$ cat config.mk
export PLATFORM = sky130hd
export DESIGN_NAME = box_area_filter
export DESIGN_NICKNAME = d
export VERILOG_FILES = /design/src/verilog/overlay_pkg.sv /design/src/verilog/box_area_filter.sv
export VERILOG_INCLUDE_DIRS = /design/src /design/src/verilog
export SDC_FILE = /design/constraint.sdc
export NUM_CORES = 2
export LEC_CHECK = 0
export BUFFER_PORTS_ARGS = -buffer_cell sky130_fd_sc_hd__buf_2
export CORE_MARGIN = 2
export CORE_UTILIZATION = 40
export DETAILED_ROUTE_END_ITERATION = 8
export GPL_TIMING_DRIVEN = 0
export PLACE_DENSITY = 0.61
export REMOVE_ABC_BUFFERS = 1
export SYNTH_ARGS = -nofsm -noshare
export SYNTH_HDL_FRONTEND = slang
export SYNTH_SLANG_ARGS = --single-unit
$ cat constraint.sdc
create_clock -name clk -period 1.4 [get_ports clk]
set_clock_uncertainty 0.15 [all_clocks]
set_input_delay 0.14 -clock clk [delete_from_list [all_inputs] [get_ports clk]]
set_output_delay 0.14 -clock clk [all_outputs]
set_load 0.01 [all_outputs]
$ cat src/verilog/overlay_config.svh
`ifndef OVERLAY_CONFIG_SVH
`define OVERLAY_CONFIG_SVH

// 640x480 raster coordinates fit in 10 bits
`define OVL_COORD_W 10

// Tracker grid is 4 by 3
`define OVL_NUM_REGIONS 12

// Min field value for a region that saw no pixel
`define OVL_EMPTY_COORD 641

// End-of-vsync events per box snapshot
`define OVL_SNAPSHOT_PERIOD 5

// Area threshold when the switch word is zero
`define OVL_DEFAULT_AREA 16

`define OVL_PIX_W 8
`define OVL_SHADE_W 7
`define OVL_THRESH_W 15

`endif

$ cat src/verilog/overlay_pkg.sv
`include "overlay_config.svh"

package overlay_pkg;

    // One raster coordinate
    typedef logic [`OVL_COORD_W-1:0] coord_t;

    // One coordinate per tracked region
    typedef coord_t [`OVL_NUM_REGIONS-1:0] region_coords_t;

    // Width and height are one bit wider than a coordinate
    typedef logic [2*(`OVL_COORD_W+1)-1:0] area_t;

    // One colour channel
    typedef logic [`OVL_SHADE_W-1:0] shade_t;

    // One flag per region
    typedef logic [`OVL_NUM_REGIONS-1:0] region_mask_t;

endpackage

$ cat src/verilog/box_area_filter.sv
`include "overlay_config.svh"

module box_area_filter (
    input  logic                        clk,
    input  logic                        reset,
    input  overlay_pkg::region_coords_t snap_min_x_i,
    input  overlay_pkg::region_coords_t snap_max_x_i,
    input  overlay_pkg::region_coords_t snap_min_y_i,
    input  overlay_pkg::region_coords_t snap_max_y_i,
    input  logic [`OVL_THRESH_W-1:0]    area_thresh_i,
    output overlay_pkg::region_mask_t   region_valid_o
);

    logic [`OVL_COORD_W:0]     width  [`OVL_NUM_REGIONS];
    logic [`OVL_COORD_W:0]     height [`OVL_NUM_REGIONS];
    overlay_pkg::area_t        area   [`OVL_NUM_REGIONS];
    overlay_pkg::region_mask_t is_box;
    overlay_pkg::region_mask_t valid_d;
    overlay_pkg::area_t        thresh;

    // Zero on the switches selects the default
    assign thresh = (area_thresh_i != '0) ? overlay_pkg::area_t'(area_thresh_i)
                                          : overlay_pkg::area_t'(`OVL_DEFAULT_AREA);

    always_comb begin
        for (int r = 0; r < `OVL_NUM_REGIONS; r++) begin
            is_box[r] = (snap_min_x_i[r] != overlay_pkg::coord_t'(`OVL_EMPTY_COORD)) &&
                        (snap_min_y_i[r] != overlay_pkg::coord_t'(`OVL_EMPTY_COORD)) &&
                        (snap_max_x_i[r] >= snap_min_x_i[r]) &&
                        (snap_max_y_i[r] >= snap_min_y_i[r]);
            if (is_box[r]) begin
                width[r]  = {1'b0, snap_max_x_i[r]} - {1'b0, snap_min_x_i[r]} + 1'b1;
                height[r] = {1'b0, snap_max_y_i[r]} - {1'b0, snap_min_y_i[r]} + 1'b1;
                area[r]   = width[r] * height[r];
            end else begin
                width[r]  = '0;
                height[r] = '0;
                area[r]   = '0;
            end
            valid_d[r] = (area[r] >= thresh);
        end
    end

    always_ff @(posedge clk or posedge reset) begin
        if (reset) begin
            region_valid_o <= '0;
        end else begin
            region_valid_o <= valid_d;
        end
    end

endmodule

### Yosys cells after proc, flatten, opt, wreduce, memory -nomap -nowiden

Index checks and enable logic that the tools add are counted.

| storage, ports and cells | value |
|---|---|
| bits of input ports | 497 |
| register bits | 12 |
| output and inout port bits | 12 |
| word-level logic and storage cells | 171 |

| cells by class | value |
|---|---|
| add/subtract/negate cells | 48 |
| reductions and logical operators | 37 |
| order comparisons | 36 |
| $mul | 12 |
| equal/unequal tests | 24 |
| muxes and demuxes | 13 |

Operator list:

| operator | count |
|---|---|
| $add 11x1->11 const B | 24 |
| $ge 22x15->1 | 12 |
| $mul 11x11->22 | 12 |
| $mux 22 | 12 |
| $sub 10x10->11 | 24 |
| $ge 10x10->1 | 24 |
| $ne 10x10->1 const B | 24 |
| $logic_and 1x1->1 | 36 |
| $mux 15 | 1 |
| $reduce_bool 15->1 | 1 |

### Logic depth before layout (Yosys ltp)

| logic depth | value |
|---|---|
| word-level depth | 6 |
| depth in mapped cells | 40 |
| mapped depth without buffers | 40 |

### Worst setup path after synthesis

No wires, ideal clock.

| path | value |
|---|---|
| path kind | in2reg |
| from | input snap_min_x_i[21] in the netlist's numbering |
| to | register region_valid_o[2] |
| path slack | -6.553 ns |
| path buffers | 0 |
| library setup time | 0.126 ns |
| stages | 33 |
| arrival time | 7.677 ns |
| required time | 1.124 ns |
| cells stage by stage | inv_1 -> ha_1 -> inv_1 -> ha_1 -> fa_1 -> nor2b_1 -> o21ai_0 -> a21oi_1 -> o21ai_0 -> nand2b_1 -> xnor2_1 -> nand2b_1 -> fa_1 -> fa_1 -> fa_1 -> inv_1 -> fa_1 -> fa_1 -> ha_1 -> nor3_1 -> o21ai_0 -> a31o_2 -> a21o_1 -> a21oi_1 -> xnor2_1 -> and2_1 -> ha_1 -> or2_2 -> a21oi_1 -> a21oi_1 -> nor4_1 -> o2111ai_1 -> o32a_1 |

| between the ends | value |
|---|---|
| word-level cells in the longest chain between the ends | 6 |
| elaborated cells on any way between the ends | 10 |
| classes of those cells | add/sub (2); mul (1); order compare (2); eq/ne (1); mux (1); reduce/logical (3) |

RTL lines:

| item | RTL line | source |
|---|---|---|
| from (decl) | box_area_filter.sv:6 | `input overlay_pkg::region_coords_t snap_min_x_i,` |
| parallel branches: the longest is 4 deep, another holds $mul 11x11->22 | -- |  |
| $mux 22 * | box_area_filter.sv:31 | `if (is_box[r]) begin` |
| $ge 22x15->1 * | box_area_filter.sv:40 | `valid_d[r] = (area[r] >= thresh);` |
| via valid_d[2] | box_area_filter.sv:18 | `overlay_pkg::region_mask_t valid_d;` |
| to (signal assigned) | box_area_filter.sv:48 | `region_valid_o <= valid_d;` |
| to (decl) | box_area_filter.sv:11 | `output overlay_pkg::region_mask_t region_valid_o` |

Mark *: on every way through the listed nets, which the timed path passes.

### Final worst setup path

| path | value |
|---|---|
| from | input snap_min_y_i[42] in the netlist's numbering |
| to | register region_valid_o[4] |

| between the ends | value |
|---|---|
| word-level cells in the longest chain between the ends | 6 |
| elaborated cells on any way between the ends | 10 |
| classes of those cells | add/sub (2); mul (1); order compare (2); eq/ne (1); mux (1); reduce/logical (3) |

RTL lines:

| item | RTL line | source |
|---|---|---|
| from (decl) | box_area_filter.sv:8 | `input overlay_pkg::region_coords_t snap_min_y_i,` |
| parallel branches: the longest is 4 deep, another holds $mul 11x11->22 | -- |  |
| $mux 22 * | box_area_filter.sv:31 |  |
| $ge 22x15->1 * | box_area_filter.sv:40 |  |
| via valid_d[4] | box_area_filter.sv:18 |  |

Marked as above.

==> flow_summary.toml <==
[global_route]
grt_pass1_wl_um = 321000
antenna_found_initial = 30
grt_pass1_vias = 65053
grt.total_usage_pct = 21.5
grt_overflow = 0
grt_max_degree = 17

[synthesis]
yosys_warnings = 0
ys_ff_latch = 12
netlist_area_sq_um = 71100
synth_seq_area_share_pct = 0.422
ys_types = 87
synthFlopType = "dfrtp_1"
synth_edf_count = 0
synthCells = 8671
synthArstFlopShare_pct = 100
synth.avg_cell_area_sq_um = 8.20

[run]
cap_violations = 0

[timing]
fin_ws_ps = -6100
tightest_slew_ps = 1300
setup_viol_count_final = 12
max_freq_ghz = 0.133
whs_ps = 306
maxSlewHeadroom_pct = 13.2
finalHoldViolCount = 0
drv_slew = 0
period_share_pct = 536
grt_setup_unrepaired = "true"
period_needed_ps = 7500

[finish]
largestRegisters = "region_valid_o: 12 flops"
largest_reg_flops = 12
final_common_cell = "inv_1"
fillers = 16531
max_flop_register = "region_valid_o"
layout-drive-gt1-share_pct = 20.9
final_cell_mix = "1914 x inv_1, 1259 x ha_1, 1024 x fa_1"
layout.nets = 12539
syn2layout_area_growth_pct = 22.5

[place]
dpl.hpwl_um = 156000
io_buffers = 508
place_congestion = 0.890

[floorplanning]
coreArea_sq_um = 176000
die_w_um = 426
start_util_pct = 40.3
die_y_um = 426
ios = 509
die_area_sq_um = 181000
row_count = 154

[cts]
htree_levels = 1
root_buffer = "clkbuf_16"
cts_tree = "built"
path_clk_slew_ps = 120
cts_made_buffers = 3
clk_path_buf_depth = 2
clock-sinks = 12

[route]
drt_iter0_drc = 2958
avgRoutedWirePerCell_um = 16.4
vias = 61010
ant_nets = 0
via_per_inst = 5.12
first_pass_iters = 6
routed_wirelength_um = 195000
drc_errors = 0

[status]
outcome = "finished with violations"
violations = "negative setup slack"

[setup_path]
crit_type = "input pin to register"
crit_arrival_ps = 7510
cp.required_ps = 1410
worst_setup_path_end_kind = "register"
worstSetupStartpointType = "input pin"
crit_path_max_incr_delay_ps = 580
critPathSlowestCell = "fa_2"
cp_max_fo = 4

[hold_path]
hold_class = "input pin to register"
routing by layer:
| layer | wire length, um | global-route usage, % |
|---|---|---|
| met2 | 102000 | 39.6 |
| met4 | 7060 | 8.17 |
| met3 | 7250 | 1.62 |
| met5 | 0 | 0 |
| met1 | 79200 | 25.8 |
critical path: cells and delay by family:
| family | cells | cell delay (ps) |
|---|---|---|
| compound gates | 12 | 2130 |
| simple gates | 6 | 1090 |
| fa+ha+maj | 9 | 3670 |
| xor+xnor | 1 | 120 |
| buf+inv | 6 | 370 |
cell type report:
class / instances / area, sq um / share of cell area [%]
clock buffers: 4 / 88.8 / 0.102
flip-flops and latches: 12 / 300 / 0.345
repair buffers: 1016 / 6890 / 7.92
multi-input cells: 6500 / 69200 / 79.4
inverters: 2025 / 7650 / 8.78
well taps: 2340 / 2930 / 3.36
diodes: 26 / 65.1 / 0.0747
final timing paths:
path	startpoint	end	depth (start not counted)
max	snap_min_y_i[42]	region_valid_o[4]	34
min	snap_min_y_i[100]	region_valid_o[10]	6
max in group asynchronous	reset	region_valid_o[7]	3
min in group asynchronous	reset	region_valid_o[10]	3
synthesized netlist by cell type, types with 14 or more instances:
| library cell | n | area [sq um] |
|---|---|---|
| inv_1 | 2025 | 7600 |
| ha_1 | 1404 | 17600 |
| fa_1 | 1080 | 21600 |
| nor2_1 | 612 | 2300 |
| nand2_1 | 607 | 2280 |
| and2_1 | 373 | 2330 |
| a21oi_1 | 325 | 1630 |
| xnor2_1 | 247 | 2160 |
| nand2b_1 | 240 | 1500 |
| o21ai_0 | 208 | 1040 |
| xor2_1 | 179 | 1570 |
| nor2b_1 | 135 | 845 |
| clkbuf_1 | 132 | 495 |
| a21o_1 | 123 | 923 |
| o21bai_1 | 122 | 916 |
| nand4_1 | 107 | 669 |
| nand3_1 | 89 | 445 |
| nor4_1 | 75 | 469 |
| nor3_1 | 60 | 300 |
| a31oi_1 | 56 | 350 |
| o21a_1 | 47 | 353 |
| a211oi_1 | 43 | 323 |
| or2_2 | 31 | 194 |
| and3_1 | 30 | 188 |
| o211ai_1 | 21 | 158 |
| a221oi_1 | 20 | 175 |
| nor3b_1 | 18 | 135 |
| o31ai_1 | 17 | 128 |
| or3_1 | 16 | 100 |
| o41ai_1 | 15 | 131 |
| a2111oi_0 | 14 | 123 |
| a211o_1 | 14 | 123 |
cells by family after synthesis:
group           synth area share [%]
xor+xnor                        5.25
flops                          0.422
buf+inv                         11.4
compound gates                  10.6
fa+ha+maj                       55.1
mux                            0.215
simple gates                    17.0
per-stage QoR:
stage / TNS (ps) / std cells / instance area (sq um) / util [%] / setup WS (ps)
final: -70260 / 11923 / 87100 / 49.4 / -6100
after global routing: -73970 / 11921 / 87100 / 49.4 / -6460
after CTS: -69760 / 11806 / 85000 / 48.2 / -6050
after detailed placement: -89520 / 11398 / 76400 / 43.3 / -7780
after global placement: -92900 / 11385 / 76100 / 43.2 / -7740
after floorplan: -75840 / 8537 / 70600 / - / -6550
what timing repair did:
action	in CTS	in global routing
gates resized for setup	997	273
setup endpoints to repair	12	12
pin swaps	638	367
hold buffers	1	0
buffers inserted	403	90
hold endpoints to repair	12	0
Power is not shown: default switching activity piles up to over one toggle a cycle in this logic, so the estimate is an artifact.
