[src/verilog/overlay_config.svh]
`ifndef OVERLAY_CONFIG_SVH
`define OVERLAY_CONFIG_SVH

// 640x480 raster coordinates fit in 10 bits
`define OVL_COORD_W 10

// Tracker grid is 4 by 3
`define OVL_NUM_REGIONS 12

// Min field value for a region that saw no pixel
`define OVL_EMPTY_COORD 641

// End-of-vsync events per box snapshot
`define OVL_SNAPSHOT_PERIOD 5

// Area threshold when the switch word is zero
`define OVL_DEFAULT_AREA 16

`define OVL_PIX_W 8
`define OVL_SHADE_W 7
`define OVL_THRESH_W 15

`endif

[src/verilog/overlay_pkg.sv]
`include "overlay_config.svh"

package overlay_pkg;

    // One raster coordinate
    typedef logic [`OVL_COORD_W-1:0] coord_t;

    // One coordinate per tracked region
    typedef coord_t [`OVL_NUM_REGIONS-1:0] region_coords_t;

    // Width and height are one bit wider than a coordinate
    typedef logic [2*(`OVL_COORD_W+1)-1:0] area_t;

    // One colour channel
    typedef logic [`OVL_SHADE_W-1:0] shade_t;

    // One flag per region
    typedef logic [`OVL_NUM_REGIONS-1:0] region_mask_t;

endpackage

[src/verilog/pixel_shade.sv]
`include "overlay_config.svh"

module pixel_shade (
    input  logic                 clk,
    input  logic                 reset,
    input  logic [`OVL_PIX_W-1:0] pixel_i,
    input  overlay_pkg::shade_t  brightness_i,
    input  logic                 outline_hit_i,
    input  logic                 highlight_i,
    output overlay_pkg::shade_t  red_o,
    output overlay_pkg::shade_t  green_o,
    output overlay_pkg::shade_t  blue_o
);

    logic [2*`OVL_SHADE_W-1:0] product;
    overlay_pkg::shade_t       gray_q;
    logic                      draw_red;

    // Upper pixel bits times level, then divide by 128
    assign product = pixel_i[`OVL_PIX_W-1 -: `OVL_SHADE_W] * brightness_i;

    always_ff @(posedge clk or posedge reset) begin
        if (reset) begin
            gray_q <= '0;
        end else begin
            gray_q <= product[2*`OVL_SHADE_W-1 -: `OVL_SHADE_W];
        end
    end

    //////////////////////////////////////////////////////////////////////
    // Colour mix
    //////////////////////////////////////////////////////////////////////

    assign draw_red = outline_hit_i & highlight_i;

    always_ff @(posedge clk or posedge reset) begin
        if (reset) begin
            red_o   <= '0;
            green_o <= '0;
            blue_o  <= '0;
        end else if (draw_red) begin
            red_o   <= '1;
            green_o <= '0;
            blue_o  <= '0;
        end else begin
            red_o   <= gray_q;
            green_o <= gray_q;
            blue_o  <= gray_q;
        end
    end

endmodule
[config.mk]
export PLATFORM = sky130hd
export DESIGN_NAME = pixel_shade
export DESIGN_NICKNAME = d
export VERILOG_FILES = /design/src/verilog/overlay_pkg.sv /design/src/verilog/pixel_shade.sv
export VERILOG_INCLUDE_DIRS = /design/src /design/src/verilog
export SDC_FILE = /design/constraint.sdc
export NUM_CORES = 1
export LEC_CHECK = 0
export BUFFER_PORTS_ARGS = -buffer_cell sky130_fd_sc_hd__buf_2
export CORE_MARGIN = 5
export CORE_UTILIZATION = 35
export CTS_CLUSTER_SIZE = 12
export DETAILED_ROUTE_END_ITERATION = 8
export PLACE_DENSITY = 0.58
export SYNTH_ARGS = -nofsm -noshare
export SYNTH_HDL_FRONTEND = slang
export SYNTH_SLANG_ARGS = --single-unit
[constraint.sdc]
create_clock -name clk -period 0.8 [get_ports clk]
set_input_delay 0.12 -clock clk [delete_from_list [all_inputs] [get_ports clk]]
set_output_delay 0.12 -clock clk [all_outputs]
set_load 0.05 [all_outputs]
---- Word level (Yosys, flattened, before mapping) ----
Cells that the tools add are included.
Widths: inputs -> output; s select.
storage, ports and cells
  register bits ........................... 21
  bits in latches ......................... 0
  memory bits (writable) .................. 0
  bits in read-only memories .............. 0
  logic and storage cells ................. 7
  memories kept ........................... 0
cells by class
  $add $sub $neg .......................... 0
  $mul .................................... 1
  divide/modulo/power cells ............... 0
  $lt $le $gt $ge ......................... 0
  equality and inequality tests ........... 0
  shifts and indexed selects .............. 0
  multiplexer cells ....................... 2
  bitwise gates (word level) .............. 1
  reductions and logical operators ........ 0
operator list
  operator      number
  $mul 7x7->14  1
  $mux 7        2
  $and 1x1->1   1

---- Longest topological paths before layout ----
  depth after elaboration ................. 2
  gate-level depth with buffers ........... 14
  depth with buffers taken out ............ 14

---- Least setup slack after synthesis ----
OpenSTA, ideal clock, no wires.
  path kind ............................... input port to flip-flop
  from .................................... in pixel_i[4]
  to ...................................... reg gray_q[4]
  setup time .............................. 0.129 ns
  arrival time ............................ 3.337 ns
  required time ........................... 0.671 ns
  path slack .............................. -2.667 ns
  stages .................................. 12
  path buffers ............................ 0
  cells stage by stage .................... and2_1 fa_1 inv_1 fa_1 inv_1 fa_1 fa_1 ha_1 a21o_1 a21oi_1 a31oi_1 xor2_1
on the way
  word-level cells in the longest chain between the ends .. 1
ends and longest elaborated chain
  what                  RTL line           source
  from (decl)           pixel_shade.sv:6   input logic [`OVL_PIX_W-1:0] pixel_i,
  $mul 7x7->14          pixel_shade.sv:20  assign product = pixel_i[`OVL_PIX_W-1 -: `OVL_SHADE_W] * brightness_i;
  via product[11]       pixel_shade.sv:15  logic [2*`OVL_SHADE_W-1:0] product;
  to (signal assigned)  pixel_shade.sv:26  gray_q <= product[2*`OVL_SHADE_W-1 -: `OVL_SHADE_W];
  to (decl)             pixel_shade.sv:16  overlay_pkg::shade_t gray_q;
The timed path passes the listed nets, and every way through them passes these cells.

---- Final worst setup path ----
  from .................................... in brightness_i[1]
  to ...................................... reg gray_q[4]
on the way
  word-level cells in the longest chain between the ends .. 1
ends and longest elaborated chain
  what             RTL line           source
  from (decl)      pixel_shade.sv:7   input overlay_pkg::shade_t brightness_i,
  $mul 7x7->14     pixel_shade.sv:20
  via product[11]  pixel_shade.sv:15
The timed path passes the listed nets, and every way through them passes these cells.

==> flow_metrics.env <==
export IMPL_first_pass_iters=4
export IMPL_pwr_share_seq_pct=20.8
export IMPL_htreeDepth=1
export IMPL_hold_start="highlight_i"
export IMPL_power_switching_mw=3.68
export IMPL_fin_util_pct=51.0
export IMPL_synth_compound_area_share_pct=6.43
export IMPL_grt_max_degree=22
export IMPL_hold_depth=3
export IMPL_fp_dieW_um=87.9
export IMPL_cts_buffers=3
export IMPL_max_slew_margin_pct=76.5
export IMPL_regToRegSetupSlack_ns=0.17
export IMPL_grt_remaining_overflow=0
export IMPL_worstSetupPathType="in2reg"
export IMPL_status="finished, violations left"
export IMPL_netlist_instances=206
export IMPL_cp_max_fo=5
export IMPL_cp_data_required_time_ns=0.93
export IMPL_ios=40
export IMPL_synth_mux_area_share_pct=0
export IMPL_wl_um=3940
export IMPL_cpMostUsedCell="fa_1"
export IMPL_grt_pass1_wl_um=6740
export IMPL_clk_pin_slew_ns=0.07
export IMPL_slowest_stage="fa_1"
export IMPL_synth_yosys_seq_area_share_pct=24.8
export IMPL_first_global_vias=1568
export IMPL_setup_slack_ns=-2.34
export IMPL_p_int_mw=4.60
export IMPL_syn_to_final_growth_pct=42.4
export IMPL_ys_types=28
export IMPL_cp_end_kind="register"
export IMPL_rsz0062_at_grt="yes"
export IMPL_clk_latency_ns=0.25
export IMPL_rows=28
export IMPL_worstHoldEndpoint="red_o[1]"
export IMPL_ant_nets=0
export IMPL_synth_adder_area_share_pct=39.4
export IMPL_cp_arrival_ns=3.28
export IMPL_whs_ns=0.324
export IMPL_drc=0
export IMPL_antenna_found_initial=0
export IMPL_fin_worst_skew_ns=0.000780
export IMPL_p_per_area_nw_per_um2=2740
export IMPL_vias=1562
export IMPL_cts_tree="done"
export IMPL_setup_violations=28
export IMPL_drive_above_1_share_pct=42.5
export IMPL_dieArea_um2=7720
export IMPL_final_net_count=346
export IMPL_ys_warn_count=0
export IMPL_port_buffers=38
export IMPL_max_freq_mhz=318
export IMPL_initial_utilization_pct=35.8
export IMPL_die_h_um=87.9
export IMPL_routedWlPerCell_um=11.3
export IMPL_synth_top_family_by_area="adder cells"
export IMPL_slowest_delay_ns=0.53
export IMPL_p_comb_share_pct=71.4
export IMPL_synth_area_um2=2120
export IMPL_power_mw=8.28
export IMPL_core_um2=5920
export IMPL_hp_class="in2reg"
export IMPL_dpl_hpwl_um=3400
export IMPL_avgSynthCellArea_um2=10.3
export IMPL_grt_usage_pct=10.8
export IMPL_switching_share_pct=44.4
export IMPL_finalHoldViolCount=0
export IMPL_clock_path_buffers=2
export IMPL_leakagePower_nw=1.49
export IMPL_yosys_area_share_simple_pct=18.9
export IMPL_synth_seq_cells=21
export IMPL_synth_fp_nets=278
export IMPL_n_antenna_cell=0
export IMPL_root_buffer="clkbuf_8"
export IMPL_finalCritPeriodShare_pct=393
export IMPL_gp_congestion=0.847
export IMPL_cap_violations=0
export IMPL_fin_crit_ns=3.14
export IMPL_p_clk_share_pct=7.8
export IMPL_worst_setup_path_start_kind="input pin"
export IMPL_fill_cells=526
export IMPL_drv_slew=0
export IMPL_synthXorXnorAreaFrac_pct=3.30
export IMPL_worstRegToRegCells=1
export IMPL_timing_rr_start="gray_q[6]"
export IMPL_path_cells="buf_8 -> and2_4 -> fa_1 -> inv_1 -> fa_1 -> inv_1 -> fa_1 -> fa_2 -> ha_4 -> a21o_4 -> a21oi_4 -> a31oi_1 -> xor2_1"
export IMPL_tightest_slew_ns=0.351
export IMPL_cts_sinks=21
export IMPL_worstReg2RegEnd="red_o[6]"
export IMPL_first_iter_violations=22
export IMPL_ir_worst_vdd_mv=2.01
export IMPL_viasPerCell=4.49
export IMPL_violations="negative setup slack"
==> through the flow <==
stage	worst slack (ns)	cells	setup TNS [ns]	instance area, um^2
6_report	-2.34	348	-18.34	3020
5_1_grt	-2.42	348	-19.51	3020
4_1_cts	-2.36	347	-18.86	2950
3_5_place_dp	-2.67	341	-18.03	2660
3_3_place_gp	-2.60	341	-17.83	2660
2_1_floorplan	-2.39	206	-16.19	2260
==> repair_timing <==
action,in CTS,in global routing
resized for setup,67,13
pin swaps,16,29
buffers inserted,1,1
hold endpoints to repair,21,0
setup endpoints to repair,28,28
hold buffers,1,0
==> per-layer routing <==
layer  vias to the layer above  wire length [um]  GRT usage [%]
met5                         -                 0              0
met4                         0                44           3.35
met2                        35              1910           18.7
met3                         4               164          0.564
li1                        788                 -              -
met1                       735              1820           14.6
==> kinds of logic (layout without fill, tap and decap cells) <==
kind of cell	Yosys count	count (layout)
AO/OA/AOI/OAI	19	19
XOR/XNOR	8	8
adder cells (fa/ha/maj)	53	53
buffers and inverters	34	101
flip-flops	21	21
AND/OR/NAND/NOR	71	71
==> worst max-delay path by stage <==
stage	from	endpoint	slack [ns]	cells past startpoint
after floorplan	pixel_i[6]	gray_q[4]	-2.39	12
after global placement	brightness_i[1]	gray_q[4]	-2.60	13
after detailed placement	brightness_i[1]	gray_q[4]	-2.67	13
after CTS	pixel_i[3]	gray_q[4]	-2.36	13
after global routing	brightness_i[1]	gray_q[4]	-2.42	13
final	brightness_i[1]	gray_q[4]	-2.34	13
==> power groups by stage <==
stage	Sequential, mW	Combinational, mW	Clock, mW
floorplan	2.60	3.06	0
global placement	1.63	4.91	0
detailed placement	1.65	4.91	0
CTS	1.72	5.63	0.679
global route	1.77	6.43	0.715
finish	1.72	5.91	0.648
==> state kept, by name (all words and copies together) (netlist names) <==
signal  count
blue_o      7
gray_q      7
red_o       7
==> layout make-up <==
type | count | area (um^2) | share of cell area [%]
Clock buffer | 4 | 45.0 | 1.49
Timing Repair Buffer | 71 | 619 | 20.5
Inverter | 26 | 97.6 | 3.23
Multi-Input combinational cell | 151 | 1630 | 54.0
Tap cell | 75 | 93.8 | 3.11
Sequential cell | 21 | 534 | 17.7
==> cell usage in the layout (no fill, tap or decap), types with 4 or more instances in the layout <==
| master | Yosys | routed |
|---|---|---|
| ha_4 | 0 | 10 |
| nand2_1 | 16 | 16 |
| and2_1 | 36 | 29 |
| inv_2 | 0 | 4 |
| nor2_1 | 4 | 4 |
| and2_2 | 4 | 4 |
| inv_1 | 26 | 22 |
| and2_4 | 0 | 7 |
| buf_2 | 0 | 10 |
| xor2_1 | 4 | 4 |
| dfrtp_1 | 21 | 14 |
| buf_4 | 7 | 33 |
| dfrtp_2 | 0 | 7 |
| ha_1 | 30 | 20 |
| nand2b_1 | 7 | 7 |
| buf_6 | 0 | 25 |
| fa_1 | 23 | 22 |
| xnor2_1 | 4 | 4 |
==> synth_stat cells <==
library cell / n / area share, %
o21a_1: 1 / 0.35
a31oi_1: 1 / 0.29
nand2_1: 16 / 2.8
o22ai_1: 1 / 0.29
nor2b_1: 1 / 0.29
a41o_1: 2 / 0.94
fa_1: 23 / 22
and2_2: 4 / 1.4
dfrtp_1: 21 / 25
and4_1: 1 / 0.41
a21o_1: 1 / 0.35
o21ai_0: 2 / 0.47
o2111ai_2: 1 / 0.71
or3_1: 1 / 0.29
xor2_1: 4 / 1.7
o211ai_1: 1 / 0.35
a31oi_2: 1 / 0.59
nand2b_1: 7 / 2.1
ha_1: 30 / 18
inv_1: 26 / 4.6
and2_1: 36 / 11
a21oi_1: 7 / 1.7
nor2_1: 4 / 0.71
clkbuf_1: 1 / 0.18
a41oi_1: 1 / 0.41
nor3_1: 1 / 0.24
xnor2_1: 4 / 1.7
buf_4: 7 / 2.5
==> worst max-delay path, delay by kind of cell <==
kind / cells / cell delay [ns]
AOI/OAI and AO/OA: 3 / 0.50
xor gates and xnor gates: 1 / 0.18
adders and majority gates: 5 / 2.12
buffers and inverters: 3 / 0.20
and+or+nand+nor: 1 / 0.15
(Power assumes the default switching activity.)
