<file path="src/verilog/overlay_config.svh">
`ifndef OVERLAY_CONFIG_SVH
`define OVERLAY_CONFIG_SVH

// 640x480 raster coordinates fit in 10 bits
`define OVL_COORD_W 10

// Tracker grid is 4 by 3
`define OVL_NUM_REGIONS 12

// Min field value for a region that saw no pixel
`define OVL_EMPTY_COORD 641

// End-of-vsync events per box snapshot
`define OVL_SNAPSHOT_PERIOD 5

// Area threshold when the switch word is zero
`define OVL_DEFAULT_AREA 16

`define OVL_PIX_W 8
`define OVL_SHADE_W 7
`define OVL_THRESH_W 15

`endif

</file>
<file path="src/verilog/overlay_pkg.sv">
`include "overlay_config.svh"

package overlay_pkg;

    // One raster coordinate
    typedef logic [`OVL_COORD_W-1:0] coord_t;

    // One coordinate per tracked region
    typedef coord_t [`OVL_NUM_REGIONS-1:0] region_coords_t;

    // Width and height are one bit wider than a coordinate
    typedef logic [2*(`OVL_COORD_W+1)-1:0] area_t;

    // One colour channel
    typedef logic [`OVL_SHADE_W-1:0] shade_t;

    // One flag per region
    typedef logic [`OVL_NUM_REGIONS-1:0] region_mask_t;

endpackage

</file>
<file path="src/verilog/box_outline.sv">
`include "overlay_config.svh"

module box_outline (
    input  logic                        clk,
    input  logic                        reset,
    input  overlay_pkg::coord_t         draw_x_i,
    input  overlay_pkg::coord_t         draw_y_i,
    input  overlay_pkg::region_coords_t snap_min_x_i,
    input  overlay_pkg::region_coords_t snap_max_x_i,
    input  overlay_pkg::region_coords_t snap_min_y_i,
    input  overlay_pkg::region_coords_t snap_max_y_i,
    input  overlay_pkg::region_mask_t   region_valid_i,
    output logic                        outline_hit_o
);

    overlay_pkg::region_mask_t in_x;
    overlay_pkg::region_mask_t in_y;
    overlay_pkg::region_mask_t on_h_edge;
    overlay_pkg::region_mask_t on_v_edge;
    overlay_pkg::region_mask_t region_hit;
    logic                      hit_d;

    //////////////////////////////////////////////////////////////////////
    // Per-region border test
    //////////////////////////////////////////////////////////////////////

    always_comb begin
        for (int r = 0; r < `OVL_NUM_REGIONS; r++) begin
            in_x[r] = (draw_x_i >= snap_min_x_i[r]) && (draw_x_i <= snap_max_x_i[r]);
            in_y[r] = (draw_y_i >= snap_min_y_i[r]) && (draw_y_i <= snap_max_y_i[r]);

            // Top or bottom row
            on_h_edge[r] = ((draw_y_i == snap_min_y_i[r]) || (draw_y_i == snap_max_y_i[r]))
                           && in_x[r];
            // Left or right column
            on_v_edge[r] = ((draw_x_i == snap_min_x_i[r]) || (draw_x_i == snap_max_x_i[r]))
                           && in_y[r];

            region_hit[r] = region_valid_i[r] && (on_h_edge[r] || on_v_edge[r]);
        end
    end

    // All boxes draw in the same colour
    assign hit_d = |region_hit;

    always_ff @(posedge clk or posedge reset) begin
        if (reset) begin
            outline_hit_o <= 1'b0;
        end else begin
            outline_hit_o <= hit_d;
        end
    end

endmodule

</file>
<file path="config.mk">
export PLATFORM = sky130hd
export DESIGN_NAME = box_outline
export DESIGN_NICKNAME = d
export VERILOG_FILES = /design/src/verilog/overlay_pkg.sv /design/src/verilog/box_outline.sv
export VERILOG_INCLUDE_DIRS = /design/src /design/src/verilog
export SDC_FILE = /design/constraint.sdc
export NUM_CORES = 1
export LEC_CHECK = 0
export ABC_AREA = 1
export BUFFER_PORTS_ARGS = -buffer_cell sky130_fd_sc_hd__buf_2
export CAP_MARGIN = 20
export CORE_AREA = 2 2 199 201
export CTS_CLUSTER_SIZE = 28
export DETAILED_ROUTE_END_ITERATION = 6
export DIE_AREA = 0 0 201 203
export GPL_ROUTABILITY_DRIVEN = 0
export GPL_TIMING_DRIVEN = 1
export PLACE_DENSITY = 0.57
export SLEW_MARGIN = 20
export SYNTH_ARGS = -nofsm -noshare
export SYNTH_HDL_FRONTEND = slang
export SYNTH_SLANG_ARGS = --single-unit
</file>
<file path="constraint.sdc">
create_clock -name clk -period 0.8 [get_ports clk]
set_input_delay 0.04 -clock clk [delete_from_list [all_inputs] [get_ports clk]]
set_output_delay 0.04 -clock clk [all_outputs]
set_load 0.1 [all_outputs]
</file>
Word-level counts from Yosys, hierarchy flattened
Index checks and enable logic that the tools add are counted.
{"block": "totals", "input_bits": 514, "ff_bits": 1}
{"block": "classes", "eq_ne": 48, "reduce_logical": 97, "n_lt_le_gt_ge": 48}
{"op": "$eq 10x10->1", "n": 48}
{"op": "$ge 10x10->1", "n": 24}
{"op": "$le 10x10->1", "n": 24}
{"op": "$logic_and 1x1->1", "n": 60}
{"op": "$logic_or 1x1->1", "n": 36}
{"op": "$reduce_or 12->1", "n": 1}

Depth between registers and ports, before layout
{"block": "logic_depth", "word_depth": 6, "mapped_depth": 16}

Least setup slack after synthesis
Ideal clock, no wire load.
{"block": "synth_path", "path_kind": "input -> register", "start": "input port draw_x_i[0]", "end": "register outline_hit_o", "setup_slack_ns": -0.857, "path_stages": 16, "t_arrival_ns": 1.532, "path_buffers": 0, "required_ns": 0.675, "setup_ns": 0.125, "cell_sequence": "inv_1 -> ha_1 -> nand2_1 -> inv_2 -> nor2_1 -> nand2_1 -> nand2_1 -> nand2_1 -> nand2_1 -> nand2_1 -> nand3_1 -> nand2_1 -> nand2_1 -> nand2_1 -> nor2_1 -> nand3_1"}
{"block": "synth_between", "elab_chain_len": 6, "word_cells_on_any_way": 121, "cone_classes": "order compare (24); eq/ne (24); reduce/logical (73)"}
{"element": "start: declaration", "line_no": "box_outline.sv:6", "rtl": "input overlay_pkg::coord_t draw_x_i,"}
{"element": "$ge 10x10->1 (tied with other cells)", "line_no": "box_outline.sv:29", "rtl": "in_x[r] = (draw_x_i >= snap_min_x_i[r]) && (draw_x_i <= snap_max_x_i[r]);"}
{"element": "$logic_and 1x1->1 / $logic_or 1x1->1 (equally long branches)", "line_no": "box_outline.sv:29, box_outline.sv:36"}
{"element": "$logic_and 1x1->1 (on tied branches)", "line_no": "box_outline.sv:34, box_outline.sv:37"}
{"element": "$logic_or 1x1->1", "line_no": "box_outline.sv:39", "rtl": "region_hit[r] = region_valid_i[r] && (on_h_edge[r] || on_v_edge[r]);"}
{"element": "$logic_and 1x1->1", "line_no": "box_outline.sv:39"}
{"element": "$reduce_or 12->1 *", "line_no": "box_outline.sv:44", "rtl": "assign hit_d = |region_hit;"}
{"element": "named net hit_d", "line_no": "box_outline.sv:21", "rtl": "logic hit_d;"}
{"element": "end signal: assignment", "line_no": "box_outline.sv:50", "rtl": "outline_hit_o <= hit_d;"}
{"element": "end: declaration", "line_no": "box_outline.sv:13", "rtl": "output logic outline_hit_o"}
The timed path passes the listed nets; every way through them passes the cells marked *.

Worst setup path in the final report
{"block": "layout_path", "start": "input port draw_y_i[7]", "end": "register outline_hit_o"}
{"block": "layout_between", "elab_chain_len": 6, "word_cells_on_any_way": 121, "cone_classes": "order compare (24); eq/ne (24); reduce/logical (73)"}
{"element": "start: declaration", "line_no": "box_outline.sv:7", "rtl": "input overlay_pkg::coord_t draw_y_i,"}
{"element": "$ge 10x10->1 (tied with other cells)", "line_no": "box_outline.sv:30", "rtl": "in_y[r] = (draw_y_i >= snap_min_y_i[r]) && (draw_y_i <= snap_max_y_i[r]);"}
{"element": "$logic_and 1x1->1 / $logic_or 1x1->1 (equally long branches)", "line_no": "box_outline.sv:30, box_outline.sv:33"}
{"element": "$logic_and 1x1->1 (on tied branches)", "line_no": "box_outline.sv:37, box_outline.sv:34"}
{"element": "$logic_or 1x1->1", "line_no": "box_outline.sv:39"}
{"element": "$logic_and 1x1->1", "line_no": "box_outline.sv:39"}
{"element": "$reduce_or 12->1 *", "line_no": "box_outline.sv:44"}
{"element": "named net hit_d", "line_no": "box_outline.sv:21"}
Marked as above.

==> results.txt <==
Status -> finished, violations left
Violated checks -> negative setup slack
Sw Pwr -> 5.07 mW
Avg Inst Size Synth -> 6.15 µm²
Cell taking the most area after synthesis -> ha_1
CP required -> 670 ps
RSZ-0062 raised after global routing -> true
Total number of vias -> 15500
Initial core utilization -> 34.0%
Max FFs per register -> 1
Total Wirelength -> 53800 µm
Rows -> 72
Dpl ws -> -1470 ps
Core Region -> 38500 µm²
Critical path type -> input port to flip-flop
Relative slew slack -> 80.0%
Crit path cell chain -> buf_8 > buf_12 > ha_1 > a21oi_1 > o21ai_0 > nor2_1 > nand3_2 > nand3_2 > nand2_1 > nand2_2 > nand2_2 > nor2_4 > nand3_1
DR WL/cell -> 16.3 µm
Total GRT Usage -> 25.7%
Number of max-cap violations -> 0
YS warnings -> 0
Final Hold Viols -> 0
VDD IR max -> 0.205 mV
Setup violations, final -> 1
Post-Layout Cell Count -> 3296
Final min period -> 1820 ps
Comb power frac -> 99.4%
Placed wire-length estimate -> 45700 µm
#FFs+latches synth -> 1
Power density cells -> 503 nW/µm²
Top cell type's share of synthesized area -> 45.9%
Setup crit start kind -> input port
End of the critical path -> outline_hit_o
Slowest CP cell -> ha_1
Die Y -> 203 µm
Cell Area, Synth -> 13100 µm²
Vias/cell -> 4.70
Largest net degree at the start of global routing -> 22
Most frequent cell after synthesis -> inv_1
Fmax -> 550 MHz
Syn nets -> 3119
Crit. End Element -> flip-flop
Clk pin slew, worst setup/hold paths -> 0 ps
Vias in the first global route -> 16200
Layout cells sized above 1 -> 29.4%
Post-Synthesis Cells -> 2125
1st-iter DRT viols -> 550
Die Area -> 40800 µm²
Setup TNS -> -1020 ps
First-pass GRT wire length -> 82500 µm
Port Buffers -> 514
Layout net count -> 3764
Slowest cell delay on critical path -> 300 ps
Area grow syn2layout -> 43.5%
Setup crit start -> draw_y_i[7]
P_int -> 4.37 mW
Part of the power in registers -> 0.6%
Count of cell types in the netlist -> 29
Top reg by flops -> outline_hit_o
Worst-Margin Slew -> 297 ps
Number of synthesized flops with an enable pin -> 0
Worst setup margin -> -1020 ps
# DRC -> 0
Top post-synthesis cells by count -> inv_1 (570), nand2_1 (505), ha_1 (480)
CP Data Arrival Time -> 1690 ps
Slew Limit Fails -> 0
Fraction of the cycle the final worst path needs -> 227%
Core Util, Final -> 48.8%
DR pass1 iterations -> 5
Grt ovf -> 0
Hold crit path type -> input port to flip-flop
Die W -> 201 µm
Largest regs -> outline_hit_o (1)
ANT nets after route -> 0
Primary FF master, synth -> dfrtp_1
Initial antenna violation count -> 11
Sw Share -> 53.7%
Async SR Flop Fraction -> 100%
P_leak -> 11.9 nW
Synth area leaders -> ha_1 (46%), inv_1 (16%), nand2_1 (14%)
Seq/Total Area, Yosys -> 0.191%
Min Hold Slack -> 388 ps
DP Cell Count -> 3252
I/O Pins -> 515
Clk pwr share -> 0%
CP max FO -> 6
[placed cells by master, fill, tap and decap left out, types with 2 or more instances in the layout]
| cell | instances |
|---|---|
| nand2_4 | 2 |
| nor2_1 | 98 |
| ha_1 | 438 |
| buf_8 | 2 |
| o21ai_1 | 12 |
| buf_4 | 94 |
| buf_16 | 9 |
| buf_12 | 25 |
| clkinvlp_4 | 2 |
| nand4_1 | 38 |
| buf_6 | 16 |
| nand3_1 | 93 |
| ha_4 | 42 |
| a21oi_2 | 2 |
| o211ai_1 | 3 |
| inv_1 | 568 |
| nor2_4 | 7 |
| buf_2 | 496 |
| nand3b_1 | 7 |
| a21oi_1 | 136 |
| o21bai_1 | 20 |
| clkinv_1 | 3 |
| o21ai_0 | 19 |
| a21o_1 | 28 |
| inv_2 | 6 |
| o21a_1 | 15 |
| diode_2 | 10 |
| nand2_1 | 472 |
| o21ai_2 | 8 |
| nor2_2 | 38 |
| nand3_2 | 23 |
| nand2_2 | 35 |
| and2_4 | 2 |
[per-stage QoR]
stage / power, mW / instance area [µm²]
floorplan: 4.65 / 13100
global placement: 8.26 / 17300
detailed placement: 8.52 / 17300
CTS: 9.38 / 18600
global route: 10.8 / 18800
finish: 9.44 / 18800
[repair_timing]
item                                    CTS  global route
endpoints found under the setup margin    1             1
gates resized for setup                 184            10
endpoints found under the hold margin     1             0
hold buffers                              1             0
pin swaps                                89             8
gates cloned                              8             0
setup buffers                            19             6
[how the worst min path moves through the flow]
stage	start	endpoint	cells after the start
finish	region_valid_i[2]	outline_hit_o	5
floorplan	reset	outline_hit_o	1
global placement	reset	outline_hit_o	2
CTS	region_valid_i[2]	outline_hit_o	5
global route	region_valid_i[2]	outline_hit_o	5
detailed placement	reset	outline_hit_o	2
[layout make-up]
type,instances,area (µm²)
Multi-Input combinational cell,1545,11700
Sequential cell,1,25.0
Inverter,579,2180
Fill cell,4011,19700
Antenna cell,10,25.0
Timing Repair Buffer,643,4160
Tap cell,518,648
[power by group through the flow]
stage / Clock [mW] / Combinational [mW] / Sequential [mW]
detailed placement: 0 / 8.47 / 0.0530
floorplan: 0 / 4.59 / 0.0582
finish: 0.00000168 / 9.38 / 0.0529
global route: 0.00000167 / 10.7 / 0.0530
global placement: 0 / 8.21 / 0.0529
CTS: 0 / 9.32 / 0.0530
[critical path, delay by kind of cell]
family	cells	cell delay, ps
simple gates	8	830
fa+ha+maj	1	300
buf+inv	2	280
compound gates	2	220
[metal layers]
| layer | up-vias | track usage (%) | share of wire, % |
|---|---|---|---|
| li1 | 8068 | - | - |
| met1 | 6926 | 30.8 | 43 |
| met2 | 414 | 47.0 | 49 |
| met3 | 97 | 2.47 | 4.4 |
| met4 | 2 | 10.2 | 3.9 |
| met5 | - | 0 | 0.024 |
[cells by family (layout without fill, tap and decap cells)]
group,count (synthesis),count (layout),share of synthesized area [%]
buffers and inverters,579,1222,16.6
DFF,1,1,0.191
other,0,10,0
and+or+nand+nor,817,817,26.3
adders and majority gates,480,480,45.9
AOI/OAI and AO/OA,248,248,11.0
No activity file was read; power rests on OpenSTA's default activity.
