[src/verilog/overlay_config.svh]
`ifndef OVERLAY_CONFIG_SVH
`define OVERLAY_CONFIG_SVH

// 640x480 raster coordinates fit in 10 bits
`define OVL_COORD_W 10

// Tracker grid is 4 by 3
`define OVL_NUM_REGIONS 12

// Min field value for a region that saw no pixel
`define OVL_EMPTY_COORD 641

// End-of-vsync events per box snapshot
`define OVL_SNAPSHOT_PERIOD 5

// Area threshold when the switch word is zero
`define OVL_DEFAULT_AREA 16

`define OVL_PIX_W 8
`define OVL_SHADE_W 7
`define OVL_THRESH_W 15

`endif

[src/verilog/overlay_pkg.sv]
`include "overlay_config.svh"

package overlay_pkg;

    // One raster coordinate
    typedef logic [`OVL_COORD_W-1:0] coord_t;

    // One coordinate per tracked region
    typedef coord_t [`OVL_NUM_REGIONS-1:0] region_coords_t;

    // Width and height are one bit wider than a coordinate
    typedef logic [2*(`OVL_COORD_W+1)-1:0] area_t;

    // One colour channel
    typedef logic [`OVL_SHADE_W-1:0] shade_t;

    // One flag per region
    typedef logic [`OVL_NUM_REGIONS-1:0] region_mask_t;

endpackage

[src/verilog/box_snapshot.sv]
`include "overlay_config.svh"

module box_snapshot (
    input  logic                        clk,
    input  logic                        reset,
    input  logic                        vsync_i,
    input  overlay_pkg::region_coords_t min_x_i,
    input  overlay_pkg::region_coords_t max_x_i,
    input  overlay_pkg::region_coords_t min_y_i,
    input  overlay_pkg::region_coords_t max_y_i,
    output overlay_pkg::region_coords_t snap_min_x_o,
    output overlay_pkg::region_coords_t snap_max_x_o,
    output overlay_pkg::region_coords_t snap_min_y_o,
    output overlay_pkg::region_coords_t snap_max_y_o
);

    logic       vsync_meta;
    logic       vsync_sync;
    logic       vsync_prev;
    logic       vsync_end;
    logic [2:0] event_cnt;
    logic       take_snap;

    //////////////////////////////////////////////////////////////////////
    // Vsync synchronizer and falling edge detect
    //////////////////////////////////////////////////////////////////////

    always_ff @(posedge clk or posedge reset) begin
        if (reset) begin
            vsync_meta <= 1'b0;
            vsync_sync <= 1'b0;
            vsync_prev <= 1'b0;
        end else begin
            vsync_meta <= vsync_i;
            vsync_sync <= vsync_meta;
            vsync_prev <= vsync_sync;
        end
    end

    // High then low on the synchronized line
    assign vsync_end = vsync_prev & ~vsync_sync;

    //////////////////////////////////////////////////////////////////////
    // Frame divider
    //////////////////////////////////////////////////////////////////////

    assign take_snap = vsync_end && (event_cnt == 3'(`OVL_SNAPSHOT_PERIOD - 1));

    always_ff @(posedge clk or posedge reset) begin
        if (reset) begin
            event_cnt <= '0;
        end else if (take_snap) begin
            event_cnt <= '0;
        end else if (vsync_end) begin
            event_cnt <= event_cnt + 3'd1;
        end
    end

    // Boxes start empty so nothing is drawn before the first snapshot
    always_ff @(posedge clk or posedge reset) begin
        if (reset) begin
            snap_min_x_o <= {`OVL_NUM_REGIONS{overlay_pkg::coord_t'(`OVL_EMPTY_COORD)}};
            snap_min_y_o <= {`OVL_NUM_REGIONS{overlay_pkg::coord_t'(`OVL_EMPTY_COORD)}};
            snap_max_x_o <= '0;
            snap_max_y_o <= '0;
        end else if (take_snap) begin
            snap_min_x_o <= min_x_i;
            snap_max_x_o <= max_x_i;
            snap_min_y_o <= min_y_i;
            snap_max_y_o <= max_y_i;
        end
    end

endmodule

[config.mk]
export PLATFORM = sky130hd
export DESIGN_NAME = box_snapshot
export DESIGN_NICKNAME = d
export VERILOG_FILES = /design/src/verilog/overlay_pkg.sv /design/src/verilog/box_snapshot.sv
export VERILOG_INCLUDE_DIRS = /design/src /design/src/verilog
export SDC_FILE = /design/constraint.sdc
export NUM_CORES = 1
export LEC_CHECK = 0
export BUFFER_PORTS_ARGS = -buffer_cell sky130_fd_sc_hd__buf_2
export CAP_MARGIN = 20
export CORE_AREA = 2 2 370 372
export CTS_CLUSTER_DIAMETER = 60
export DETAILED_ROUTE_END_ITERATION = 7
export DIE_AREA = 0 0 372 374
export MAX_ROUTING_LAYER = met4
export PLACE_DENSITY_LB_ADDON = 0.15
export SKIP_LAST_GASP = 1
export SYNTH_ARGS = -nofsm -noshare
export SYNTH_HDL_FRONTEND = slang
export SYNTH_SLANG_ARGS = --single-unit
[constraint.sdc]
create_clock -name clk -period 18.5 [get_ports clk]
set_input_delay 2.775 -clock clk [delete_from_list [all_inputs] [get_ports clk]]
set_output_delay 2.775 -clock clk [all_outputs]
set_load 0.005 [all_outputs]
# Word-level counts from Yosys, hierarchy flattened
# Index checks and enable logic that the tools add are counted.
[totals]
register_bits = 486
in_bits = 483
out_inout_bits = 480
elab_cells = 60
[op_classes]
n_addsub = 1
eq_ne = 1
mux = 2
n_bitwise = 2
reduce_logical = 2
[op_table]
columns = ["op", "n"]
rows = [
  ["$mux W3", 2],
  ["$add A3 B1 Y3 const B", 1],
  ["$eq A3 B3 Y1 const B", 1],
  ["$reduce_bool A2 Y1", 1],
  ["$and A1 B1 Y1", 1],
  ["$logic_and A1 B1 Y1", 1],
  ["$not A1 Y1", 1],
]

# Logic depth before layout (Yosys ltp)
# Gate-level depths: netlist of run 1.
[depth]
depth_word = 4
depth_mapped = 7
depth_no_buf = 5

# Worst setup path after synthesis of run 1
# No wires, ideal clock.
[synth_path]
kind = "flip-flop to output port"
from = "register snap_min_x_o[100] (netlist bit)"
to = "output port snap_min_x_o[100] (netlist bit)"
arrival_ns = 0.510
required_time_ns = 15.725
slack_ns = 15.215
stages_incl_launch_ff = 1
path_cell_list = "dfstp_2"
[synth_lines]
columns = ["item", "line", "source"]
rows = [
  ["start, declared", "box_snapshot.sv:11", "output overlay_pkg::region_coords_t snap_min_x_o,"],
  ["start signal, assigned", "box_snapshot.sv:62", "snap_min_x_o <= {`OVL_NUM_REGIONS{overlay_pkg::coord_t'(`OVL_EMPTY_COORD)}};"],
  ["start signal, assigned", "box_snapshot.sv:67", "snap_min_x_o <= min_x_i;"],
]
# No word-level cell between the ends.

# Worst setup path in the final report of run 1
[layout_path]
from = "register event_cnt[0]"
to = "register snap_min_y_o[101] (netlist bit)"
[layout_via]
elab_chain_cells = 2
[layout_rtl]
columns = ["item", "line", "source"]
rows = [
  ["start, declared", "box_snapshot.sv:21", "logic [2:0] event_cnt;"],
  ["start signal, assigned", "box_snapshot.sv:55", "event_cnt <= event_cnt + 3'd1;"],
  ["$eq A3 B3 Y1", "box_snapshot.sv:47", "assign take_snap = vsync_end && (event_cnt == 3'(`OVL_SNAPSHOT_PERIOD - 1));"],
  ["$logic_and A1 B1 Y1", "box_snapshot.sv:47", ""],
  ["end signal, assigned", "box_snapshot.sv:63", "snap_min_y_o <= {`OVL_NUM_REGIONS{overlay_pkg::coord_t'(`OVL_EMPTY_COORD)}};"],
  ["end signal, assigned", "box_snapshot.sv:69", "snap_min_y_o <= min_y_i;"],
  ["end, declared", "box_snapshot.sv:13", "output overlay_pkg::region_coords_t snap_min_y_o,"],
]
# Every way passes these cells.
# A chain may end at the register's enable or synchronous reset.

==> results of run 1 <==
[layout make-up]
type                       count  area share [%]
sequential                   486           43.25
multi-input combinational    492           22.09
timing repair buffer         976           17.48
tap                         1781           7.867
clock buffer                 104           7.616
clock inverter                30           1.537
antenna                       10         0.08835
inverter                       3         0.06626
[cells in the final DEF, fill, tap and decap left out, drive strengths merged, types with 3 or more instances in the layout]
| cell type | Yosys | layout |
|---|---|---|
| inv | 3 | 10 |
| clkinvlp | 0 | 3 |
| diode | 0 | 10 |
| bufinv | 0 | 8 |
| clkbuf | 0 | 104 |
| dfrtp | 414 | 414 |
| mux2 | 481 | 481 |
| clkinv | 0 | 12 |
| buf | 53 | 976 |
| dfstp | 72 | 72 |
[power breakdown]
part,internal [mW],leakage [nW],total (mW),switching [mW]
clock,0.931,1.27,1.47,0.535
combinational,0.933,7.03,1.56,0.625
sequential,1.66,5.58,1.95,0.290
[sequential cells by signal, summed over array words and instances (netlist names)]
register / flops
snap_max_y_o: 120
vsync_sync: 1
snap_max_x_o: 120
vsync_meta: 1
snap_min_x_o: 120
vsync_prev: 1
snap_min_y_o: 120
event_cnt: 3
[critical path, delay by kind of cell, from the launching register on]
kind	cells	cell delay, ns
flops	1	0.35
simple gates	1	0.61
fa+ha+maj	1	0.26
buf+inv	5	3.16
mux	1	0.41
[logic make-up after synthesis]
kind of cell | synth area share [%]
compound gates | 0.1257
fa+ha+maj | 0.1323
buf+inv | 2.203
flops | 64.78
mux | 32.61
simple gates | 0.1455
[layer usage]
layer	routed length, um	up-vias	track usage [%]
met2	36610	537	17.39
met4	2257	0	3.812
li1	-	5679	-
met5	0	-	-
met1	23330	6356	9.266
met3	5908	118	3.762
[per-stage QoR]
step,setup slack (ns),instances
after floorplan,2.281,1034
after global placement,12.36,3737
after detailed placement,12.26,3737
after CTS,12.98,3871
after global routing,12.91,3881
final,13.33,3882
[worst paths after layout]
| path | slack, ns | startpoint | cells after the start | end |
|---|---|---|---|---|
| max | 13.33 | event_cnt[0] | 8 | snap_min_y_o[101] |
| min | 0.36 | vsync_meta | 0 | vsync_sync |
| max reg2reg | 13.33 | event_cnt[0] | 8 | snap_min_y_o[101] |
| min reg2reg | 0.36 | vsync_meta | 0 | vsync_sync |
| max in group asynchronous | 13.60 | reset | 5 | snap_min_y_o[45] |
| min in group asynchronous | 2.27 | reset | 2 | snap_min_y_o[28] |
==> impl_metrics.toml, run 1 <==
[routing]
drt_first_iter_violations = 370
routedWlPerCell_um = 17.54
vias = 12690
wirelength_mm = 68.10
drtPass1Iterations = 4
ant_nets = 0
via_per_inst = 3.269
drc = 0

[sta]
rsz0062_at_grt = "false"
min_period_ns = 5.171
setup_viol = 0
period_share_pct = 27.95
finalHoldViolCount = 0
fin_worst_skew_ns = 0.03373
fmax_mhz = 193.4
fin_setup_tns_ns = 0
timing.hold.ws_ns = 0.3560
worst_pin_slew_ns = 1.078
maxSlewViolCount = 0
max_slew_margin_pct = 28.12

[hold_path]
hold_class = "flop to flop"

[synth]
synth_cell_type_count = 17
synth.area.top_cells = "dfrtp_1 55%, mux2_2 17%, mux2_4 16%"
synth.most_common_cell = "dfrtp_1"
synth-seq-area-share_pct = 64.78
syn_nets = 1519
ys_warn_count = 0
yosys.area.top_type = "dfrtp_1"
ys_ff_latch = 486
synth-edff-count = 0
synth_flop_cell = "dfrtp_1"
synth_top_area_share_pct = 54.78
avgSynthCellArea_um2 = 18.29
synthesis.area_um2 = 18910
async_reset_ff_share_pct = 100.0
syn_inst = 1034
synthTopCellsByCount = "414 x dfrtp_1, 281 x mux2_2, 200 x mux2_4"

[global_routing]
overflow = 0
grt_antenna_before_repair = 10
grt_pass1_vias = 14070
grt_pass1_wl_mm = 96.19
grt.total_usage_pct = 9.708
grt_start_max_net_pins = 143

[setup_path]
worstPathRequired_ns = 19.01
crit_path_start_kind = "flop"
critPathMaxFanout = 66
slowest_stage = "buf_4"
crit_chain = "inv_1 > ha_1 > nand3_4 > buf_4 > buf_4 > buf_4 > buf_4 > mux2_2"
crit_arrival_ns = 5.68
crit_type = "flop to flop"
cp-end-kind = "flop"
cpPeakStageDelay_ns = 0.85
crit_path_frequent_cell = "buf_4"

[finish]
register_area_um2 = 12250
fin_area_um2 = 28320
nets = 2517
fillers = 14580
drive_gt1_share_pct = 79.05
flow.area_growth_from_synthesis_pct = 49.77
finish.utilization_pct = 20.99
multi_input_area_um2 = 6256

[clocking]
post_cts_resize_count = 0
max-clock-path-buffers = 3
root_buffer = "clkbuf_16"
path_clk_slew_ns = 0.05
cts.sinks = 486
clock_latency_ns = 0.64
tritoncts.num_buffers = 73
post_cts_buffers = 0
hold_buffers = 0
cts_tree = "built"
h-tree-depth = 3

[floorplan]
row_count = 135
die-area_um2 = 139100
die_x_um = 372
start_util_pct = 14.01
core_area_um2 = 135000
io_pins = 963
dieHeight_um = 374

[placement]
dpl_cell_area_um2 = 25680
port_buffers = 962
gp_congestion = 0.7948
dp_hpwl_mm = 52.15

[pwr]
power_mw = 4.976
p_leak_nw = 13.88
vdd_ir_drop_max_mv = 0.07320
p_per_area_nw_per_um2 = 175.7

[flow_run]
maxCapViolations = 0

[run_status]
status = "complete, no violations"
No activity file was read; power rests on OpenSTA's default activity.
==> run 2: changes to the inputs <==
- ABC_AREA: unset -> 1
- clock period: 18.5 -> 5.2 ns (I/O delays scaled with it)
==> impl_metrics.toml, run 2 <==
[sta]
min_period_ns = 2.281
worst_pin_slew_ns = 0.9448
finalHoldViolCount = 0
timing.hold.ws_ns = 0.2351
rsz0062_at_grt = "false"
max_slew_margin_pct = 37.02
fin_worst_skew_ns = 0.04194
maxSlewViolCount = 0
fmax_mhz = 438.4
period_share_pct = 43.87
fin_ws_ns = 2.919
setup_viol = 0

[routing]
drc = 0
vias = 16660
drt_first_iter_violations = 726
drtPass1Iterations = 4
routedWlPerCell_um = 17.63
wirelength_mm = 86.30
via_per_inst = 3.402
ant_nets = 0

[finish]
flow.area_growth_from_synthesis_pct = 51.31
drive_gt1_share_pct = 38.82
nets = 3503
register_area_um2 = 12250
final_common_cell = "nand2_1"
multi_input_area_um2 = 5518
fin_area_um2 = 28000
layout_common_cells = "1443 x nand2_1, 962 x buf_2, 414 x dfrtp_1"
fillers = 15220

[synth]
syn_nets = 2539
synth.area.top_cells = "dfrtp_1 56%, nand2_1 29%, dfstp_2 10%"
synthesis.area_um2 = 18500
synth_cell_type_count = 15
synth_top_area_share_pct = 55.99
synth-simple-area-share_pct = 29.55
synth_mux_area_share_pct = 0
synth_flop_cell = "dfrtp_1"
synth-edff-count = 0
syn_inst = 2054
synth_top_family_by_area = "simple AND/OR/NAND/NOR gates"
synth-seq-area-share_pct = 66.22
synth-compound-area-share_pct = 0.05410
synthTopCellsByCount = "1444 x nand2_1, 414 x dfrtp_1, 72 x dfstp_2"
yosys.area_share.xor_xnor_pct = 0
synthAdderAreaFrac_pct = 0.1352
avgSynthCellArea_um2 = 9.008
yosys.area.top_type = "dfrtp_1"
ys_warn_count = 0
async_reset_ff_share_pct = 100.0
ys_ff_latch = 486
synth.most_common_cell = "nand2_1"

[placement]
gp_congestion = 0.7904
port_buffers = 962
dp_slack_ns = 2.773
dp_hpwl_mm = 64.75
dpl_cell_area_um2 = 25190

[clocking]
clock_latency_ns = 0.68
post_cts_resize_count = 0
tritoncts.num_buffers = 76
cts.sinks = 486
post_cts_buffers = 0
cts_tree = "built"
h-tree-depth = 3
path_clk_slew_ns = 0.06
max-clock-path-buffers = 3
root_buffer = "clkbuf_16"
hold_buffers = 0

[floorplan]
row_count = 135
io_pins = 963
start_util_pct = 13.71
die-area_um2 = 139100
core_area_um2 = 135000
die_x_um = 372
dieHeight_um = 374

[pwr]
p_leak_nw = 14.65
p_per_area_nw_per_um2 = 625.3
vdd_ir_drop_max_mv = 0.2145

[setup_path]
cp-end-kind = "flop"
r2r_end = "snap_min_y_o[51]"
crit_path_start_kind = "flop"
r2r_start = "event_cnt[0]"
crit_type = "flop to flop"
r2r_cells = 8
rrSetupSlack_ns = 2.92
critPathMaxFanout = 49
crit_arrival_ns = 2.86
worstPathRequired_ns = 5.78

[hold_path]
holdPathStages = 1
hold_class = "primary input to flop"
holdPathEnd = "vsync_meta"
hp-start = "vsync_i"

[global_routing]
grt_pass1_vias = 17440
grt_pass1_wl_mm = 122.7
overflow = 0
grt_start_max_net_pins = 126
met1_usage_pct = 13.32
grt.total_usage_pct = 12.40
grt_antenna_before_repair = 32
met3_usage_pct = 4.451
grt.busiest_layer = "met2"
use_met2_pct = 21.07

[run_status]
status = "complete, no violations"

[flow_run]
maxCapViolations = 0
run 2: layout make-up:
cell class              instances  area share, %
diodes                         34         0.3039
clock buffers                 100          7.437
clock inverters                41          2.284
inverters                       6        0.09385
multi-input cells            1456          19.71
flip-flops and latches        486          43.76
well taps                    1781          7.960
repair buffers                992          18.45
run 2: per-layer routing:
layer,vias up,share of wire [%]
li1,8200,-
met5,-,0
met2,566,51
met3,91,8.8
met4,0,2.1
met1,7801,39
run 2: stage by stage:
step | total power [mW] | TNS, ns | std cells | util (%)
2_1_floorplan | 8.904 | -894.48 | 2054 | -
6_report | 17.51 | 0 | 4896 | 20.74
4_1_cts | 17.97 | 0 | 4862 | 20.68
3_5_place_dp | 12.24 | 0 | 4721 | 18.66
3_3_place_gp | 12.29 | 0 | 4721 | 18.66
5_1_grt | 18.82 | 0 | 4890 | 20.73
run 2: power breakdown:
part | total, mW | switching, mW | leakage, nW | internal [mW]
Combinational | 5.12 | 2.86 | 7.93 | 2.26
Sequential | 6.90 | 1.02 | 5.41 | 5.87
Clock | 5.49 | 2.07 | 1.31 | 3.42
Total | 17.5 | 5.96 | 14.7 | 11.6
run 2: critical path, stage by stage, from the launching register on:
cell and delay, ns:
dfrtp_1 0.34, inv_1 0.07, ha_1 0.21, nand2_1 0.17
inv_1 0.10, nand2_4 0.51, buf_4 0.60, nand2_1 0.13
nand2_1 0.09
run 2: how the worst max path moves through the flow:
stage	from	endpoint	cells after the start
final	event_cnt[0]	snap_min_y_o[51]	8
after global routing	event_cnt[0]	snap_max_y_o[98]	8
after CTS	event_cnt[0]	snap_min_y_o[53]	8
after detailed placement	event_cnt[0]	snap_min_x_o[13]	8
after global placement	event_cnt[0]	snap_min_y_o[53]	8
after floorplan	reset	event_cnt[0]	1
run 2: kinds of logic (layout without fill, tap and decap cells):
family,after synthesis,after routing
other cells,0,34
fa+ha+maj,2,2
simple gates,1452,1452
compound gates,2,2
flops,486,486
buf+inv,112,1139
==> run 3: changes to the inputs <==
- CORE_AREA: 2 2 370 372 -> 2 2 376 378
- DIE_AREA: 0 0 372 374 -> 0 0 378 380
- clock period: 5.2 -> 2 ns (I/O delays scaled with it)
==> impl_metrics.toml, run 3 (same netlist as run 2, synthesis figures left out) <==
[floorplan]
start_util_pct = 13.29
dieHeight_um = 380
core_area_um2 = 139200
row_count = 137
die_x_um = 378
die-area_um2 = 143600
io_pins = 963

[setup_path]
crit_arrival_ns = 2.33
slowest_stage = "dfrtp_1"
critPathTopFamily = "buffers and inverters"
crit_path_frequent_cell = "nand2_1"
cpPeakStageDelay_ns = 0.37
worstPathRequired_ns = 2.59
critPathMaxFanout = 49
crit_type = "flop to flop"
crit_chain = "inv_1 > ha_1 > nand2_1 > nor2_4 > buf_12 > buf_12 > nand2_1 > nand2_1"
cp_num_buf_inv = 3
cp-end-kind = "flop"
crit_path_start_kind = "flop"

[finish]
final_common_cell = "nand2_1"
final_cells = 5489
finish.utilization_pct = 24.05
fin_area_um2 = 33470
nets = 4023
layout_common_cells = "1443 x nand2_1, 962 x buf_2, 481 x dlygate4sd3_1"
fillers = 15470
flow.area_growth_from_synthesis_pct = 80.91
drive_gt1_share_pct = 34.38

[global_routing]
grt.total_usage_pct = 12.23
grt_pass1_vias = 19980
grt_antenna_before_repair = 9
grt_start_max_net_pins = 69
grt_pass1_wl_mm = 128.5
overflow = 0

[clocking]
max-clock-path-buffers = 3
hold_buffers = 481
cts_tree = "built"
path_clk_slew_ns = 0.06
root_buffer = "clkbuf_16"
post_cts_resize_count = 0
h-tree-depth = 3
cts.sinks = 486
post_cts_buffers = 0
clock_latency_ns = 0.66
tritoncts.num_buffers = 79

[placement]
dp_hpwl_mm = 65.06
gp_congestion = 0.8187
port_buffers = 962
dp_slack_ns = 0.2252
dpl_cell_area_um2 = 25800
dp.cells = 4852

[routing]
wirelength_mm = 87.78
via_per_inst = 3.397
drt_first_iter_violations = 782
vias = 18650
drtPass1Iterations = 5
ant_nets = 0
drc = 0
routedWlPerCell_um = 15.99

[sta]
worst_pin_slew_ns = 0.4956
fin_ws_ns = 0.2579
period_share_pct = 87.11
finalHoldViolCount = 0
fmax_mhz = 574.0
fin_worst_skew_ns = 0.03597
setup_viol = 0
maxSlewViolCount = 0
max_slew_margin_pct = 66.96
fin_setup_tns_ns = 0
rsz0062_at_grt = "false"
timing.hold.ws_ns = 0.06104
min_period_ns = 1.742

[pwr]
p_seq_share_pct = 38.3
power_frac_comb_pct = 30.2
vdd_ir_drop_max_mv = 0.5683
switching_share_pct = 33.58
power_mw = 47.02
p_leak_nw = 16.98
clkPwrFrac_pct = 31.5
internal_power_mw = 31.23
p_per_area_nw_per_um2 = 1405
netSwitchingPower_mw = 15.79

[hold_path]
hold_class = "primary input to flop"

[run_status]
status = "complete, no violations"

[flow_run]
maxCapViolations = 0
run 3: cell count changes in the layout (fill, tap and decap cells not counted), sizes merged:
cell	delta
diode	-25
dlygate4sd3	+481
buf	+36
clkinv	+2
clkbuf	+4
run 3: worst paths after layout:
path | from | endpoint | slack (ns) | cells after the start
setup / recovery | event_cnt[0] | snap_min_x_o[98] | 0.26 | 8
hold / removal | max_y_i[111] | snap_max_y_o[111] | 0.06 | 3
setup reg to reg | event_cnt[0] | snap_min_x_o[98] | 0.26 | 8
hold reg to reg | vsync_meta | vsync_sync | 0.35 | 0
max in group asynchronous | reset | snap_min_x_o[110] | 0.94 | 5
min in group asynchronous | reset | snap_max_y_o[19] | 0.35 | 4
run 3: metal layers:
| metal | track usage (%) | wire length (um) |
|---|---|---|
| met1 | 13.55 | 35240 |
| met3 | 3.512 | 6317 |
| met2 | 20.50 | 43210 |
| met4 | 4.995 | 3012 |
| met5 | - | 0 |
run 3: layout make-up:
class | count | area, um2 | area share, %
antenna | 9 | 22.52 | 0.06728
clock buffer | 104 | 2215 | 6.616
clock inverter | 43 | 618.1 | 1.847
inverter | 6 | 26.28 | 0.07850
multi-input combinational | 1456 | 5518 | 16.48
sequential | 486 | 12250 | 36.60
tap | 1876 | 2347 | 7.012
timing repair buffer | 1509 | 10480 | 31.29
run 3: power by group through the flow:
stage	sequential [mW]	combinational [mW]	clock [mW]
4_1_cts	18.1	14.6	15.5
5_1_grt	18.7	16.0	15.9
3_3_place_gp	18.2	13.8	0
6_report	18.0	14.2	14.8
3_5_place_dp	18.1	13.8	0
2_1_floorplan	18.3	4.80	0
run 3: tightest hold or removal path, cell delays in order:
cell and delay, ns:
buf_2 0.16, nand2_1 0.13, nand2_1 0.06
